$ cat src/common/tile_config.svh
// Tile geometry, data widths and TCDM address map macros
`ifndef TILE_CONFIG_SVH
`define TILE_CONFIG_SVH

// Tile geometry
`define TILE_NUM_CORES 4
`define TILE_NUM_BANKS 4
`define TILE_NUM_TILES 4
`define TILE_BANK_WORDS 256

// Datapath widths
`define TILE_DATA_WIDTH 32
`define TILE_ADDR_WIDTH 32
`define TILE_BYTE_OFFSET 2

// Shared TCDM region, word-interleaved over all banks of all tiles
`define TILE_TCDM_BASE 32'h0000_0000
`define TILE_TCDM_SIZE \
  (`TILE_NUM_TILES * `TILE_NUM_BANKS * `TILE_BANK_WORDS * (`TILE_DATA_WIDTH / 8))

`endif

$ cat src/common/tile_pkg.sv
// Shared tile types: index, address and data types, request target and SoC FSM states
`default_nettype none

`include "tile_config.svh"

package tile_pkg;

  // Address and data
  typedef logic [`TILE_ADDR_WIDTH-1:0]   addr_t;
  typedef logic [`TILE_DATA_WIDTH-1:0]   data_t;
  typedef logic [`TILE_DATA_WIDTH/8-1:0] strb_t;

  // Indices
  typedef logic [$clog2(`TILE_NUM_CORES)-1:0] core_id_t;
  typedef logic [$clog2(`TILE_NUM_BANKS)-1:0] bank_id_t;
  typedef logic [$clog2(`TILE_NUM_TILES)-1:0] tile_id_t;

  // Word row inside one bank
  typedef logic [$clog2(`TILE_BANK_WORDS)-1:0] bank_row_t;

  // Where a core request is sent
  typedef enum logic {
    TGT_LOCAL,
    TGT_SOC
  } target_e;

  // SoC port sharing FSM
  typedef enum logic [1:0] {
    SOC_IDLE,
    SOC_REQ,
    SOC_WAIT
  } soc_state_e;

endpackage : tile_pkg

`default_nettype wire

$ cat src/source/rr_arbiter.sv
// Round-robin arbiter with a rotating priority pointer
`timescale 1ns/1ps
`default_nettype none

`include "tile_config.svh"

module rr_arbiter #(
  parameter int unsigned NumReq = `TILE_NUM_CORES
) (
  input  logic               clk_i,
  input  logic               arst_n_i,
  input  logic [NumReq-1:0]  req_i,
  output logic               gnt_valid_o,
  output tile_pkg::core_id_t gnt_idx_o,
  input  logic               advance_i
);
  import tile_pkg::*;

  // Highest priority requester
  core_id_t ptr_q;

  // First requester at or after the pointer wins
  always_comb begin
    int unsigned cand;
    gnt_valid_o = 1'b0;
    gnt_idx_o   = ptr_q;
    for (int unsigned i = 0; i < NumReq; i++) begin
      cand = (ptr_q + i) % NumReq;
      if (!gnt_valid_o && req_i[cand]) begin
        gnt_valid_o = 1'b1;
        gnt_idx_o   = core_id_t'(cand);
      end
    end
  end

  // Rotate past the last winner
  always_ff @(posedge clk_i or negedge arst_n_i) begin
    if (!arst_n_i) begin
      ptr_q <= '0;
    end else if (advance_i && gnt_valid_o) begin
      ptr_q <= core_id_t'((gnt_idx_o + 32'd1) % NumReq);
    end
  end

endmodule : rr_arbiter

`default_nettype wire

$ cat src/source/soc_demux_fsm.sv
// FSM sharing the single SoC port among the cores, one request outstanding
`timescale 1ns/1ps
`default_nettype none

`include "tile_config.svh"

module soc_demux_fsm (
  input  logic                                  clk_i,
  input  logic                                  arst_n_i,
  // Core side
  input  logic            [`TILE_NUM_CORES-1:0] req_valid_i,
  output logic            [`TILE_NUM_CORES-1:0] req_ready_o,
  input  tile_pkg::addr_t [`TILE_NUM_CORES-1:0] req_addr_i,
  input  logic            [`TILE_NUM_CORES-1:0] req_write_i,
  input  tile_pkg::data_t [`TILE_NUM_CORES-1:0] req_wdata_i,
  input  tile_pkg::strb_t [`TILE_NUM_CORES-1:0] req_be_i,
  output logic            [`TILE_NUM_CORES-1:0] resp_valid_o,
  output tile_pkg::data_t [`TILE_NUM_CORES-1:0] resp_rdata_o,
  // SoC port
  output logic                                  soc_req_valid_o,
  input  logic                                  soc_req_ready_i,
  output tile_pkg::addr_t                       soc_req_addr_o,
  output logic                                  soc_req_write_o,
  output tile_pkg::data_t                       soc_req_wdata_o,
  output tile_pkg::strb_t                       soc_req_be_o,
  input  logic                                  soc_resp_valid_i,
  input  tile_pkg::data_t                       soc_resp_rdata_i
);
  import tile_pkg::*;

  soc_state_e state_q, state_d;
  logic       gnt_valid;
  core_id_t   gnt_idx;
  logic       accept;

  // Captured request and its owner
  core_id_t core_q;
  addr_t    addr_q;
  logic     write_q;
  data_t    wdata_q;
  strb_t    be_q;

  assign accept = (state_q == SOC_IDLE) && gnt_valid;

  rr_arbiter #(
    .NumReq(`TILE_NUM_CORES)
  ) i_arbiter (
    .clk_i      (clk_i),
    .arst_n_i   (arst_n_i),
    .req_i      (req_valid_i),
    .gnt_valid_o(gnt_valid),
    .gnt_idx_o  (gnt_idx),
    .advance_i  (accept)
  );

  always_comb begin
    state_d = state_q;
    unique case (state_q)
      SOC_IDLE: if (gnt_valid)        state_d = SOC_REQ;
      SOC_REQ:  if (soc_req_ready_i)  state_d = SOC_WAIT;
      SOC_WAIT: if (soc_resp_valid_i) state_d = SOC_IDLE;
      default:                        state_d = SOC_IDLE;
    endcase
  end

  always_ff @(posedge clk_i or negedge arst_n_i) begin
    if (!arst_n_i) begin
      state_q <= SOC_IDLE;
    end else begin
      state_q <= state_d;
    end
  end

  always_ff @(posedge clk_i) begin
    if (accept) begin
      core_q  <= gnt_idx;
      addr_q  <= req_addr_i[gnt_idx];
      write_q <= req_write_i[gnt_idx];
      wdata_q <= req_wdata_i[gnt_idx];
      be_q    <= req_be_i[gnt_idx];
    end
  end

  // Only the winner sees ready, and only in idle
  always_comb begin
    req_ready_o  = '0;
    resp_valid_o = '0;
    if (accept) begin
      req_ready_o[gnt_idx] = 1'b1;
    end
    if ((state_q == SOC_WAIT) && soc_resp_valid_i) begin
      resp_valid_o[core_q] = 1'b1;
    end
  end

  // Data goes to all cores; the strobe selects the owner
  assign resp_rdata_o = {`TILE_NUM_CORES{soc_resp_rdata_i}};

  assign soc_req_valid_o = (state_q == SOC_REQ);
  assign soc_req_addr_o  = addr_q;
  assign soc_req_write_o = write_q;
  assign soc_req_wdata_o = wdata_q;
  assign soc_req_be_o    = be_q;

endmodule : soc_demux_fsm

`default_nettype wire

$ cat config.mk
export PLATFORM = sky130hd
export DESIGN_NAME = soc_demux_fsm
export DESIGN_NICKNAME = d
export VERILOG_FILES = /design/src/common/tile_pkg.sv /design/src/source/rr_arbiter.sv /design/src/source/soc_demux_fsm.sv
export VERILOG_INCLUDE_DIRS = /design/src /design/src/common
export SDC_FILE = /design/constraint.sdc
export NUM_CORES = 1
export LEC_CHECK = 0
export ABC_CLOCK_PERIOD_IN_PS = 4760
export BUFFER_PORTS_ARGS = -buffer_cell sky130_fd_sc_hd__buf_2
export CORE_AREA = 2 2 204 206
export DETAILED_ROUTE_END_ITERATION = 16
export DIE_AREA = 0 0 206 208
export GPL_TIMING_DRIVEN = 0
export PLACE_DENSITY_LB_ADDON = 0.3
export SYNTH_ARGS = -nofsm -noshare
export SYNTH_HDL_FRONTEND = slang
export SYNTH_SLANG_ARGS = --single-unit
$ cat constraint.sdc
create_clock -name clk_i -period 4.76 [get_ports clk_i]
set_input_delay 0 -clock clk_i [delete_from_list [all_inputs] [get_ports clk_i]]
set_output_delay 0 -clock clk_i [all_outputs]
set_load 0.01 [all_outputs]
==> metrics.md <==
| Metric | Value |
|---|---|
| Status | complete, no violations |
| Filler cell count | 4401 |
| Routed vias | between 5k and 6k |
| Via density per instance | 3.549 |
| Post-Syn Area | approximately 0.0057 mm2 |
| Core region area | 0.04055 mm2 |
| Max Cap Viol | 0 |
| Fin Setup TNS | 0 ns |
| Tightest Pin Transition | around 0.57 ns |
| CTS root buffer | clkbuf_16 |
| CP Data Arrival Time | 3.41 ns |
| Pin count of the biggest net entering global routing | 58 |
| CP Capture Type | flip-flop |
| Initial antenna violation count | 1 |
| Clock latency on the worst-skew pair | 0.36 ns |
| Total area of sequential cells | between 0.002 and 0.0025 mm2 |
| H-tree Lvls | 3 |
| RSZ-0062 raised after global routing | no |
| Area delta synth->final | 74.82% |
| Unique masters post-synth | 29 |
| Starting Density | 0.1398 |
| Row cnt | 74 |
| Area of the multi-input gates | 0.002292 mm2 |
| Reg-to-reg startpoint | i_arbiter.ptr_q[0] |
| Buffer count from post-CTS setup fixing | 0 |
| Final setup fails | 0 |
| Mean area per synthesized cell | around 12 um2 |
| Port Buffer Count | 489 |
| CTS sink count | between 70 and 80 |
| Vias in the first global route | 5868 |
| Mapped Nets | 793 |
| Hold violation count in the final report | 0 |
| Seq cells post-synth | 75 |
| Die Height | about 210 um |
| Total track usage | 0.1105 |
| PwrDens | about 460 mW/mm2 |
| Crit share post-route | 0.6937 |
| Crit path capture | soc_req_addr_o[2] |
| Inserted Diodes | 0 |
| Global-route wire length before repair | between 30 and 40 mm |
| CTS tree | yes |
| Worst EP required | 4.87 ns |
| Iter 0 DRT Violations | 116 |
| Slew margin rel. | 0.6204 |
| RD Place Congestion | 0.7357 |
| WS Path Type | flip-flop to flip-flop |
| Final ANT Viol Nets | 0 |
| DRT Wirelength | 25.13 mm |
| Total CTS buffers | 9 |
| Crit path from | i_arbiter.ptr_q[0] |
| Layout Nets | 1373 |
| Final clock skew | 0.01628 ns |
| DIE WIDTH | 206 um |
| Layout cells sized above 1 | 0.6196 |
| Slew Limit Fails | 0 |
| HP Class | input pin to flip-flop |
| Clock slew at reported path FFs | 0.06 ns |
| Max clock buf depth | 2 |
| R2r endpoint | soc_req_addr_o[2] |
| I/O pin cnt | 522 |
| Syn. warnings | 0 |
| Die outline area | 0.04285 mm2 |
| Tmin final | 3.302 ns |
| Total grt overflow | 0 |
| Flop-to-flop setup slack | 1.46 ns |
| Maximum VDD drop | between 0.15 and 0.2 mV |
| Max Clk Rate | 0.3028 GHz |
| Total power | 4.544 mW |
| WL per Instance | 15.76 um |
| CP max FO | 10 |
| Drc violations | 0 |
| Critical path startpoint category | flip-flop |
| Seq/Total Area, Yosys | 0.3936 |
| Post-DP HPWL | 20.40 mm |
| Cells after Synth | 477 |
| Leak Pwr | about 5.1 nW |
| R2R depth | 9 |
| DRT Pass-1 Iters | 4 |
worst min-delay path by stage:
| stage | slack, ns | end | from | cells after the start |
|---|---|---|---|---|
| after floorplan | -0.30 | i_arbiter.ptr_q[0] | arst_n_i | 0 |
| after global placement | -0.17 | i_arbiter.ptr_q[1] | arst_n_i | 1 |
| after detailed placement | -0.16 | i_arbiter.ptr_q[1] | arst_n_i | 1 |
| after CTS | 0.0001 | soc_req_wdata_o[7] | req_wdata_i[71] | 3 |
| after global routing | 0.009 | soc_req_wdata_o[11] | req_wdata_i[11] | 3 |
| final | 0.02 | soc_req_wdata_o[7] | req_wdata_i[71] | 3 |
metrics by stage:
step           cell area [um2]    util  hold slack, ns  std cells  setup WS (ns)
6_report                  9913  0.2444         0.02345       1594          1.458
3_3_place_gp              8783  0.2166         -0.1653       1498         0.8894
4_1_cts                   9913  0.2444       0.0001175       1594          1.426
3_5_place_dp              8813  0.2173         -0.1630       1499          2.209
5_1_grt                   9913  0.2444        0.008739       1594          1.276
2_1_floorplan             5670       -         -0.2956        477          2.027
power breakdown:
part / internal (mW) / switching [mW] / leakage [nW]
logic: 1.16 / 1.35 / 4.28
clock network: 0.456 / 0.306 / 0.148
registers: 1.18 / 0.0826 / 0.723
total: 2.80 / 1.74 / 5.15
final cells by class:
| type | count | share of cell area |
|---|---|---|
| Sequential cell | 75 | 0.2252 |
| Buffer | 152 | 0.1133 |
| Inverter | 6 | 0.002524 |
| Timing Repair Buffer | 569 | 0.3294 |
| Tap cell | 532 | 0.06715 |
| Multi-Input combinational cell | 244 | 0.2312 |
| Clock inverter | 6 | 0.008078 |
| Clock buffer | 10 | 0.02310 |
timing repair:
item                       4_1_cts  5_1_grt
setup endpoints to repair        0        0
hold endpoints to repair        42        0
hold buffers                    79        0
resized for setup                0        0
sequential cells by signal, summed over array words and instances, names as in the netlist:
name             flops
core_q               2
soc_req_addr_o      32
soc_req_be_o         4
i_arbiter.ptr_q      2
soc_req_wdata_o     32
state_q              2
soc_req_write_o      1
cells in the mapped netlist, drive strengths merged:
library cell | n | share of area
nor2b | 3 | 0.0033
nor2 | 4 | 0.0026
nor4 | 1 | 0.0011
o21a | 1 | 0.0013
nand2 | 4 | 0.0026
a22oi | 1 | 0.0013
clkbuf | 1 | 0.00066
dfrtp | 4 | 0.018
or2 | 1 | 0.0011
nor3b | 2 | 0.0026
buf | 151 | 0.20
nor3 | 3 | 0.0026
mux2i | 207 | 0.37
and2 | 1 | 0.0011
o21ai | 1 | 0.00088
or3 | 1 | 0.0011
a211oi | 1 | 0.0013
o221ai | 1 | 0.0015
mux2 | 1 | 0.0020
and3 | 2 | 0.0022
o22ai | 2 | 0.0022
nand2b | 2 | 0.0022
edfxtp | 71 | 0.38
a21oi | 4 | 0.0035
inv | 6 | 0.0040
a2111o | 1 | 0.0020
logic make-up (layout without fill, tap and decap cells):
group	after synthesis	after routing	share of synthesized area
buffers and inverters	158	743	0.2021
DFF	75	75	0.3936
and+or+nand+nor	24	24	0.02273
muxes	208	208	0.3674
AOI/OAI and AO/OA	12	12	0.01412
cell usage in the layout, fill, tap and decap left out, types with 2 or more instances in the layout:
cell	count
buf_2	505
mux2i_1	207
buf_4	128
dlygate4sd3_1	79
edfxtp_1	71
clkbuf_16	9
buf_6	7
inv_1	4
a21oi_1	4
nand2_1	4
nor2_1	4
dfrtp_1	4
nor2b_1	3
nor3_1	3
nand2b_1	2
o22ai_1	2
nor3b_1	2
clkbuf_1	2
and3_1	2
clkinv_1	2
bufinv_16	2
metal layers:
layer	part of all wire	track usage	wire, um	up-vias
met1	0.36	0.1068	9019	2563
met5	0	0	0	-
met2	0.54	0.2202	13560	326
li1	-	-	-	2754
met4	0.013	0.03473	325	0
met3	0.089	0.03133	2226	14
critical path, cell delays in order, from the launching register on:
cell and delay (ns):
dfrtp_1 0.40, nor2b_1 0.18, a2111o_1 0.17, o21a_1 0.12, buf_2 0.26, buf_2 0.46, mux2i_1 0.24, dlygate4sd3_1 0.57
mux2i_1 0.06, dlygate4sd3_1 0.56
Note: power is estimated with default switching activity, not from simulation.
