**config.mk**
```make
export PLATFORM = sky130hd
export DESIGN_NAME = tcdm_shim
export DESIGN_NICKNAME = d
export VERILOG_FILES = /design/src/common/tile_pkg.sv /design/src/source/tcdm_shim.sv
export VERILOG_INCLUDE_DIRS = /design/src /design/src/common
export SDC_FILE = /design/constraint.sdc
export NUM_CORES = 1
export LEC_CHECK = 0
export BUFFER_PORTS_ARGS = -buffer_cell sky130_fd_sc_hd__buf_2
export CAP_MARGIN = 20
export CORE_AREA = 2 2 96 98
export CTS_CLUSTER_SIZE = 16
export DETAILED_ROUTE_END_ITERATION = 12
export DIE_AREA = 0 0 98 100
export PLACE_DENSITY = 0.58
export SETUP_SLACK_MARGIN = 0.15
export SYNTH_ARGS = -nofsm -noshare
export SYNTH_HDL_FRONTEND = slang
export SYNTH_SLANG_ARGS = --single-unit
```
**constraint.sdc**
```tcl
create_clock -name clk_i -period 2.2 [get_ports clk_i]
set_clock_uncertainty 0.1 [all_clocks]
set_input_delay 0.11 -clock clk_i [delete_from_list [all_inputs] [get_ports clk_i]]
set_output_delay 0.11 -clock clk_i [all_outputs]
set_load 0.02 [all_outputs]
```
**src/common/tile_config.svh**
```systemverilog
// Tile geometry, data widths and TCDM address map macros
`ifndef TILE_CONFIG_SVH
`define TILE_CONFIG_SVH

// Tile geometry
`define TILE_NUM_CORES 4
`define TILE_NUM_BANKS 4
`define TILE_NUM_TILES 4
`define TILE_BANK_WORDS 256

// Datapath widths
`define TILE_DATA_WIDTH 32
`define TILE_ADDR_WIDTH 32
`define TILE_BYTE_OFFSET 2

// Shared TCDM region, word-interleaved over all banks of all tiles
`define TILE_TCDM_BASE 32'h0000_0000
`define TILE_TCDM_SIZE \
  (`TILE_NUM_TILES * `TILE_NUM_BANKS * `TILE_BANK_WORDS * (`TILE_DATA_WIDTH / 8))

`endif

```
**src/common/tile_pkg.sv**
```systemverilog
// Shared tile types: index, address and data types, request target and SoC FSM states
`default_nettype none

`include "tile_config.svh"

package tile_pkg;

  // Address and data
  typedef logic [`TILE_ADDR_WIDTH-1:0]   addr_t;
  typedef logic [`TILE_DATA_WIDTH-1:0]   data_t;
  typedef logic [`TILE_DATA_WIDTH/8-1:0] strb_t;

  // Indices
  typedef logic [$clog2(`TILE_NUM_CORES)-1:0] core_id_t;
  typedef logic [$clog2(`TILE_NUM_BANKS)-1:0] bank_id_t;
  typedef logic [$clog2(`TILE_NUM_TILES)-1:0] tile_id_t;

  // Word row inside one bank
  typedef logic [$clog2(`TILE_BANK_WORDS)-1:0] bank_row_t;

  // Where a core request is sent
  typedef enum logic {
    TGT_LOCAL,
    TGT_SOC
  } target_e;

  // SoC port sharing FSM
  typedef enum logic [1:0] {
    SOC_IDLE,
    SOC_REQ,
    SOC_WAIT
  } soc_state_e;

endpackage : tile_pkg

`default_nettype wire

```
**src/source/tcdm_shim.sv**
```systemverilog
// Per-core request classification, steering, response merge and SoC pending tracking
`timescale 1ns/1ps
`default_nettype none

`include "tile_config.svh"

module tcdm_shim (
  input  logic               clk_i,
  input  logic               arst_n_i,
  input  tile_pkg::tile_id_t tile_id_i,
  // Core request
  input  logic               req_valid_i,
  output logic               req_ready_o,
  input  tile_pkg::addr_t    req_addr_i,
  input  logic               req_write_i,
  input  tile_pkg::data_t    req_wdata_i,
  input  tile_pkg::strb_t    req_be_i,
  // Core response
  output logic               resp_valid_o,
  output tile_pkg::data_t    resp_rdata_o,
  // Request fields shared by both targets
  output tile_pkg::addr_t    fwd_addr_o,
  output logic               fwd_write_o,
  output tile_pkg::data_t    fwd_wdata_o,
  output tile_pkg::strb_t    fwd_be_o,
  // Bank side
  output logic               bank_valid_o,
  input  logic               bank_ready_i,
  input  logic               bank_resp_valid_i,
  input  tile_pkg::data_t    bank_resp_rdata_i,
  // SoC side
  output logic               soc_valid_o,
  input  logic               soc_ready_i,
  input  logic               soc_resp_valid_i,
  input  tile_pkg::data_t    soc_resp_rdata_i
);
  import tile_pkg::*;

  localparam addr_t       TcdmMask = ~(addr_t'(`TILE_TCDM_SIZE) - addr_t'(1));
  localparam int unsigned TileLsb  = `TILE_BYTE_OFFSET + $bits(bank_id_t);

  target_e target;
  logic    pending_q;

  // Local only when inside the TCDM and in this tile's slice
  always_comb begin
    target = TGT_SOC;
    if (((req_addr_i & TcdmMask) == `TILE_TCDM_BASE) &&
        (req_addr_i[TileLsb +: $bits(tile_id_t)] == tile_id_i)) begin
      target = TGT_LOCAL;
    end
  end

  // Nothing leaves the core while a SoC access is outstanding
  assign bank_valid_o = req_valid_i && !pending_q && (target == TGT_LOCAL);
  assign soc_valid_o  = req_valid_i && !pending_q && (target == TGT_SOC);
  assign req_ready_o  = !pending_q && ((target == TGT_LOCAL) ? bank_ready_i : soc_ready_i);

  assign fwd_addr_o  = req_addr_i;
  assign fwd_write_o = req_write_i;
  assign fwd_wdata_o = req_wdata_i;
  assign fwd_be_o    = req_be_i;

  always_ff @(posedge clk_i or negedge arst_n_i) begin
    if (!arst_n_i) begin
      pending_q <= 1'b0;
    end else if (soc_resp_valid_i) begin
      pending_q <= 1'b0;
    end else if (soc_valid_o && soc_ready_i) begin
      pending_q <= 1'b1;
    end
  end

  // Both sources never answer in the same cycle
  assign resp_valid_o = bank_resp_valid_i || soc_resp_valid_i;
  assign resp_rdata_o = soc_resp_valid_i ? soc_resp_rdata_i : bank_resp_rdata_i;

endmodule : tcdm_shim

`default_nettype wire

```
==> results.py, run 1 <==
metrics = {
    "cells_and_area": {
        "largest_register_ff_count": 1,
        "syn_to_final_growth_pct": 34.12,
        "fill_cells": 1029,
        "antenna-diode-count": 0,
        "fin_cells": 312,
        "nets": 345,
        "largest-register": "pending_q",
        "drive_above_1_share_pct": 88.56,
        "reg_top3": "pending_q (1)",
    },
    "global_route": {
        "grt_antenna_before_repair": 0,
        "grt_pass1_vias": 968,
        "grt_max_degree": 35,
        "grt_usage_pct": 5.481,
        "overflow": 0,
        "grt_pass1_wl_um": 4609,
    },
    "hold_path": {
        "hold_class": "primary input to output pin",
    },
    "synth": {
        "ys_warn_count": 0,
        "ys_seq_area_share_pct": 2.370,
        "synth_fp_nets": 266,
        "synthCells": 124,
        "syn-cell-area_sq_mm": 0.001056,
        "synth_cell_types": 20,
        "muxShareOfSynthArea_pct": 35.07,
        "synth_adder_area_share_pct": 0,
        "synthSimpleGateAreaFrac_pct": 9.123,
        "synthXorXnorAreaFrac_pct": 1.659,
        "synth_compound_gate_area_share_pct": 0.5924,
        "synth_top_family_by_area": "buffers and inverters",
        "ys_ff_latch": 1,
        "synth_area_per_cell_sq_um": 8.516,
    },
    "floorplanning": {
        "core_sq_mm": 0.008890,
        "die_height_um": 100,
        "rows": 35,
        "dieArea_sq_mm": 0.009800,
        "initial_utilization_pct": 11.88,
        "io_pins": 247,
        "die_width_um": 98,
    },
    "sta": {
        "fin_crit_ns": 1.762,
        "period_share_pct": 80.10,
        "whs_ns": 0.1200,
        "final-setup-viol-count": 0,
        "fmax_mhz": 567.5,
        "slew_headroom_pct": 50.74,
        "maxSlewViolCount": 0,
        "hold_violations": 0,
        "rsz0062_at_grt": "no",
        "finalSetupTns_ns": 0,
        "worst_pin_slew_ns": 0.7389,
    },
    "routing": {
        "drc": 0,
        "firstDrtPassIters": 4,
        "wl_per_cell_um": 10.08,
        "routed_wl_um": 3145,
        "drt_iter0_drc": 11,
        "num_vias": 1058,
        "antenna_left": 0,
        "vias_per_cell": 3.391,
    },
    "worst_setup_path": {
        "cp.arrival_ns": 1.55,
        "cp_max_fo": 4,
        "crit_chain": "buf_2, nor4_1, nand4_1, nor4_4, mux2i_1, buf_2",
        "start_kind": "primary input",
        "cpPeakStageDelay_ns": 0.42,
        "path_class": "primary input to output pin",
        "cpMostUsedCell": "buf_2",
        "worst_path_max_delay_cell": "nor4_4",
        "cp.required_ns": 1.99,
        "cp-end-kind": "output pin",
        "reg2reg_setup_slack_ns": 1.40,
    },
    "place": {
        "port_buffers": 148,
        "dp.cells": 311,
        "hpwl_um": 2820,
        "place_congestion": 0.6981,
    },
    "power_and_ir_drop": {
        "power.density_mw_per_mm2": 242.2,
        "p_leak_nw": 0.7741,
        "ir_worst_vdd_mv": 0.06854,
    },
    "clock_tree": {
        "ctsResizeCount": 0,
        "clock_latency_ns": 0,
    },
    "run": {
        "cap_violations": 0,
    },
    "outcome": {
        "status": "finished, final reports clean",
    },
}
[area by class of cell]
type	count	area, sq um	share of cell area [%]
timing repair buffer	150	758.2	53.53
sequential	1	25.02	1.767
multi-input combinational	49	490.5	34.63
inverter	1	3.754	0.2650
tap	111	138.9	9.806
[cell families (layout without fill, tap and decap cells)]
logic type / Yosys count / after routing
and+or+nand+nor: 13 / 13
muxes: 33 / 33
AOI/OAI and AO/OA: 1 / 1
xor gates and xnor gates: 2 / 2
DFF: 1 / 1
buffers and inverters: 74 / 151
[path summary, 6_finish.rpt]
path,end,depth (start not counted),startpoint
setup / recovery,req_ready_o,6,req_addr_i[24]
hold / removal,fwd_addr_o[0],0,req_addr_i[0]
setup reg to reg,pending_q$_DFFE_PN0P_,2,pending_q$_DFFE_PN0P_
hold reg to reg,pending_q$_DFFE_PN0P_,2,pending_q$_DFFE_PN0P_
max in group asynchronous,pending_q$_DFFE_PN0P_,2,arst_n_i
min in group asynchronous,pending_q$_DFFE_PN0P_,2,arst_n_i
[cells in the mapped netlist]
master / n / area share (%)
buf_4: 69 / 49
nor4_4: 1 / 2.0
xor2_1: 2 / 1.7
nand2_1: 2 / 0.71
dfrtp_1: 1 / 2.4
or2_1: 1 / 0.59
and3_1: 1 / 0.59
mux2_2: 27 / 29
o22ai_1: 1 / 0.59
inv_1: 1 / 0.36
nand4_1: 1 / 0.59
nand3b_1: 1 / 0.71
nor4_1: 3 / 1.8
or4_4: 1 / 1.1
buf_2: 3 / 1.4
nor3b_1: 1 / 0.71
clkbuf_1: 1 / 0.36
mux2i_1: 1 / 0.95
nor2_1: 1 / 0.36
mux2_1: 5 / 5.3
[through the flow]
stage | util (%) | setup slack (ns) | power [mW] | cell area, sq um
after CTS | 15.93 | 0.4045 | 0.3473 | 1416
after detailed placement | 15.82 | 0.4071 | 0.3447 | 1406
after floorplan | - | 0.5609 | 0.3467 | 1056
after global routing | 15.93 | 0.3011 | 0.3682 | 1416
final | 15.93 | 0.4379 | 0.3431 | 1416
after global placement | 15.82 | 0.4040 | 0.3408 | 1406
[worst max-delay path: cells and delay by family]
family	cells	cell delay, ns
muxes	1	0.21
and+or+nand+nor	3	0.95
buffers and inverters	2	0.28
[routing by layer]
layer | global-route usage (%) | up-vias | part of all wire [%]
met5 | 0 | - | 0
met4 | 1.389 | 0 | 0.79
met3 | 1.393 | 6 | 10
met2 | 8.904 | 65 | 48
met1 | 7.278 | 481 | 41
li1 | - | 506 | -
[cell usage in the layout (no fill, tap or decap), types with 2 or more instances in the layout]
master / netlist / routed
xor2_1: 2 / 2
mux2_1: 5 / 5
nor4_1: 3 / 3
nand2_1: 2 / 2
buf_2: 3 / 148
mux2_2: 27 / 27
[report_power, final]
part / internal, mW / switching (mW)
Combinational: 0.151 / 0.171
Clock: 0 / 0
Sequential: 0.0202 / 0.000825
Total: 0.171 / 0.172
[what timing repair did]
item / CTS / global route
setup buffers: 0 / 0
hold buffers: 1 / 0
hold endpoints to repair: 1 / 0
(Power assumes the default switching activity.)
==> run 2, diff against run 1 <==
--- a/config.mk
+++ b/config.mk
@@ -12,7 +12,7 @@
 export CTS_CLUSTER_SIZE = 16
 export DETAILED_ROUTE_END_ITERATION = 12
 export DIE_AREA = 0 0 98 100
-export PLACE_DENSITY = 0.58
+export PLACE_DENSITY = 0.59
 export SETUP_SLACK_MARGIN = 0.15
 export SYNTH_ARGS = -nofsm -noshare
 export SYNTH_HDL_FRONTEND = slang
==> constraint.sdc (replaced) <==
create_clock -name clk_i -period 1.6 [get_ports clk_i]
set_clock_uncertainty 0.1 [all_clocks]
set_input_delay 0.08 -clock clk_i [delete_from_list [all_inputs] [get_ports clk_i]]
set_output_delay 0.08 -clock clk_i [all_outputs]
set_load 0.02 [all_outputs]
==> run 2 against run 1 <==
The run now ends with negative setup slack left; first-iteration DRC count is 45% lower; power is 45% higher; core utilization is 1.3 points higher; design area is 8.0% higher; worst setup slack worse by 0.53 ns; routed wire length is 11% higher; combinational power is 45% higher; final cell count is 1.3% higher; critical path depth stayed put; worst hold slack worse by 0.060 ns; sequential share of layout area is 0.13 points lower; flip-flop and latch count stayed put; critical path type unchanged; critical endpoint unchanged; largest cell class unchanged.
==> results.py, run 2 (synthesis results as in run 1) <==
metrics = {
    "global_route": {
        "grt_antenna_before_repair": 0,
        "overflow": 0,
        "grt_max_degree": 22,
        "grt_pass1_vias": 1024,
        "grt_usage_pct": 5.876,
        "grt_pass1_wl_um": 4892,
    },
    "cells_and_area": {
        "fin_cells": 316,
        "syn_to_final_growth_pct": 44.79,
        "nets": 349,
        "reg_top3": "pending_q (1)",
        "largest_register_ff_count": 1,
        "seqCellArea_sq_um": 25.02,
        "final_common_cell": "buf_2",
        "final_cell_mix": "141 x buf_2, 27 x mux2_2, 6 x buf_6, 6 x buf_4, 5 x mux2_1",
        "largest-register": "pending_q",
        "multi_input_area_sq_um": 533.0,
        "fill_cells": 1007,
        "antenna-diode-count": 0,
        "drive_above_1_share_pct": 91.71,
    },
    "sta": {
        "final-setup-viol-count": 3,
        "finalSetupTns_ns": -0.1547,
        "worst_pin_slew_ns": 0.2590,
        "slew_headroom_pct": 82.73,
        "rsz0062_at_grt": "yes",
        "fin_crit_ns": 1.697,
        "fmax_mhz": 589.4,
        "maxSlewViolCount": 0,
        "period_share_pct": 106.0,
        "postLayoutSetupSlackWorst_ns": -0.09654,
        "hold_violations": 0,
    },
    "outcome": {
        "status": "finished, violations left",
        "violations": "negative setup slack",
    },
    "floorplanning": {
        "die_width_um": 98,
        "dieArea_sq_mm": 0.009800,
        "initial_utilization_pct": 11.88,
        "io_pins": 247,
        "rows": 35,
        "die_height_um": 100,
        "core_sq_mm": 0.008890,
    },
    "routing": {
        "drc": 0,
        "num_vias": 1091,
        "vias_per_cell": 3.453,
        "routed_wl_um": 3479,
        "wl_per_cell_um": 11.01,
        "antenna_left": 0,
        "firstDrtPassIters": 3,
        "drt_iter0_drc": 6,
    },
    "worst_setup_path": {
        "cp_max_fo": 4,
        "path_class": "primary input to output pin",
        "cp.arrival_ns": 1.52,
        "cp-end-kind": "output pin",
        "start_kind": "primary input",
        "cp.required_ns": 1.42,
    },
    "power_and_ir_drop": {
        "power.density_mw_per_mm2": 325.1,
        "p_leak_nw": 0.8135,
        "ir_worst_vdd_mv": 0.07593,
        "p_total_uw": 497.1,
    },
    "place": {
        "place_congestion": 0.6936,
        "dp.cells": 313,
        "port_buffers": 148,
        "hpwl_um": 3040,
    },
    "clock_tree": {
        "clock_latency_ns": 0,
    },
    "hold_path": {
        "hold_class": "primary input to output pin",
    },
    "run": {
        "cap_violations": 0,
    },
}
==> run 2: stage by stage <==
stage	setup WS, ns	instance area [sq um]	hold WS [ns]	util [%]
after floorplan	0.1603	1060	-0.3156	-
after global placement	-0.1327	1425	-0.2433	16.03
after detailed placement	-0.1506	1425	-0.2412	16.03
after CTS	-0.06765	1509	0.06014	16.97
after global routing	-0.1553	1529	0.06003	17.20
final	-0.09654	1529	0.06001	17.20
==> run 2: final timing paths <==
path	startpoint	slack, ns	to	cells past startpoint
worst max-delay path	req_addr_i[30]	-0.1	req_ready_o	6
worst min-delay path	req_addr_i[0]	0.06	fwd_addr_o[0]	0
worst max register to register	pending_q$_DFFE_PN0P_	0.81	pending_q$_DFFE_PN0P_	2
worst min register to register	pending_q$_DFFE_PN0P_	0.50	pending_q$_DFFE_PN0P_	2
max in group asynchronous	arst_n_i	1.02	pending_q$_DFFE_PN0P_	2
min in group asynchronous	arst_n_i	0.29	pending_q$_DFFE_PN0P_	2
==> run 2: repair_timing <==
action,in CTS,in global routing
endpoints found under the hold margin,1,0
hold buffers,1,0
setup buffers,1,1
setup endpoints to repair,4,4
pin swaps,5,3
gates resized for setup,12,2
==> run 2: worst max-delay path, stage by stage <==
cell,delay [ns]
buf_6,0.09
or4_4,0.54
nor4_4,0.28
buf_4,0.18
mux2i_2,0.19
buf_4,0.16
==> run 2: layout make-up <==
type | instances | share of cell area (%)
inverters | 1 | 0.2455
repair buffers | 154 | 54.17
well taps | 111 | 9.083
flip-flops and latches | 1 | 1.637
multi-input cells | 49 | 34.86
==> run 2: per-layer routing <==
layer / up-vias / wire, um / global-route usage [%]
met2: 61 / 1725 / 9.747
met1: 498 / 1352 / 7.702
met4: 0 / 96 / 2.137
met5: - / 0 / 0
met3: 16 / 303 / 0.9749
li1: 516 / - / -
==> run 2: where the power goes <==
group          internal (mW)  total (mW)  switching [mW]  leakage (nW)
clock                      0           0               0             0
sequential            0.0278      0.0288        0.000999        0.0130
combinational          0.221       0.468           0.247         0.801
total                  0.249       0.497           0.248         0.814
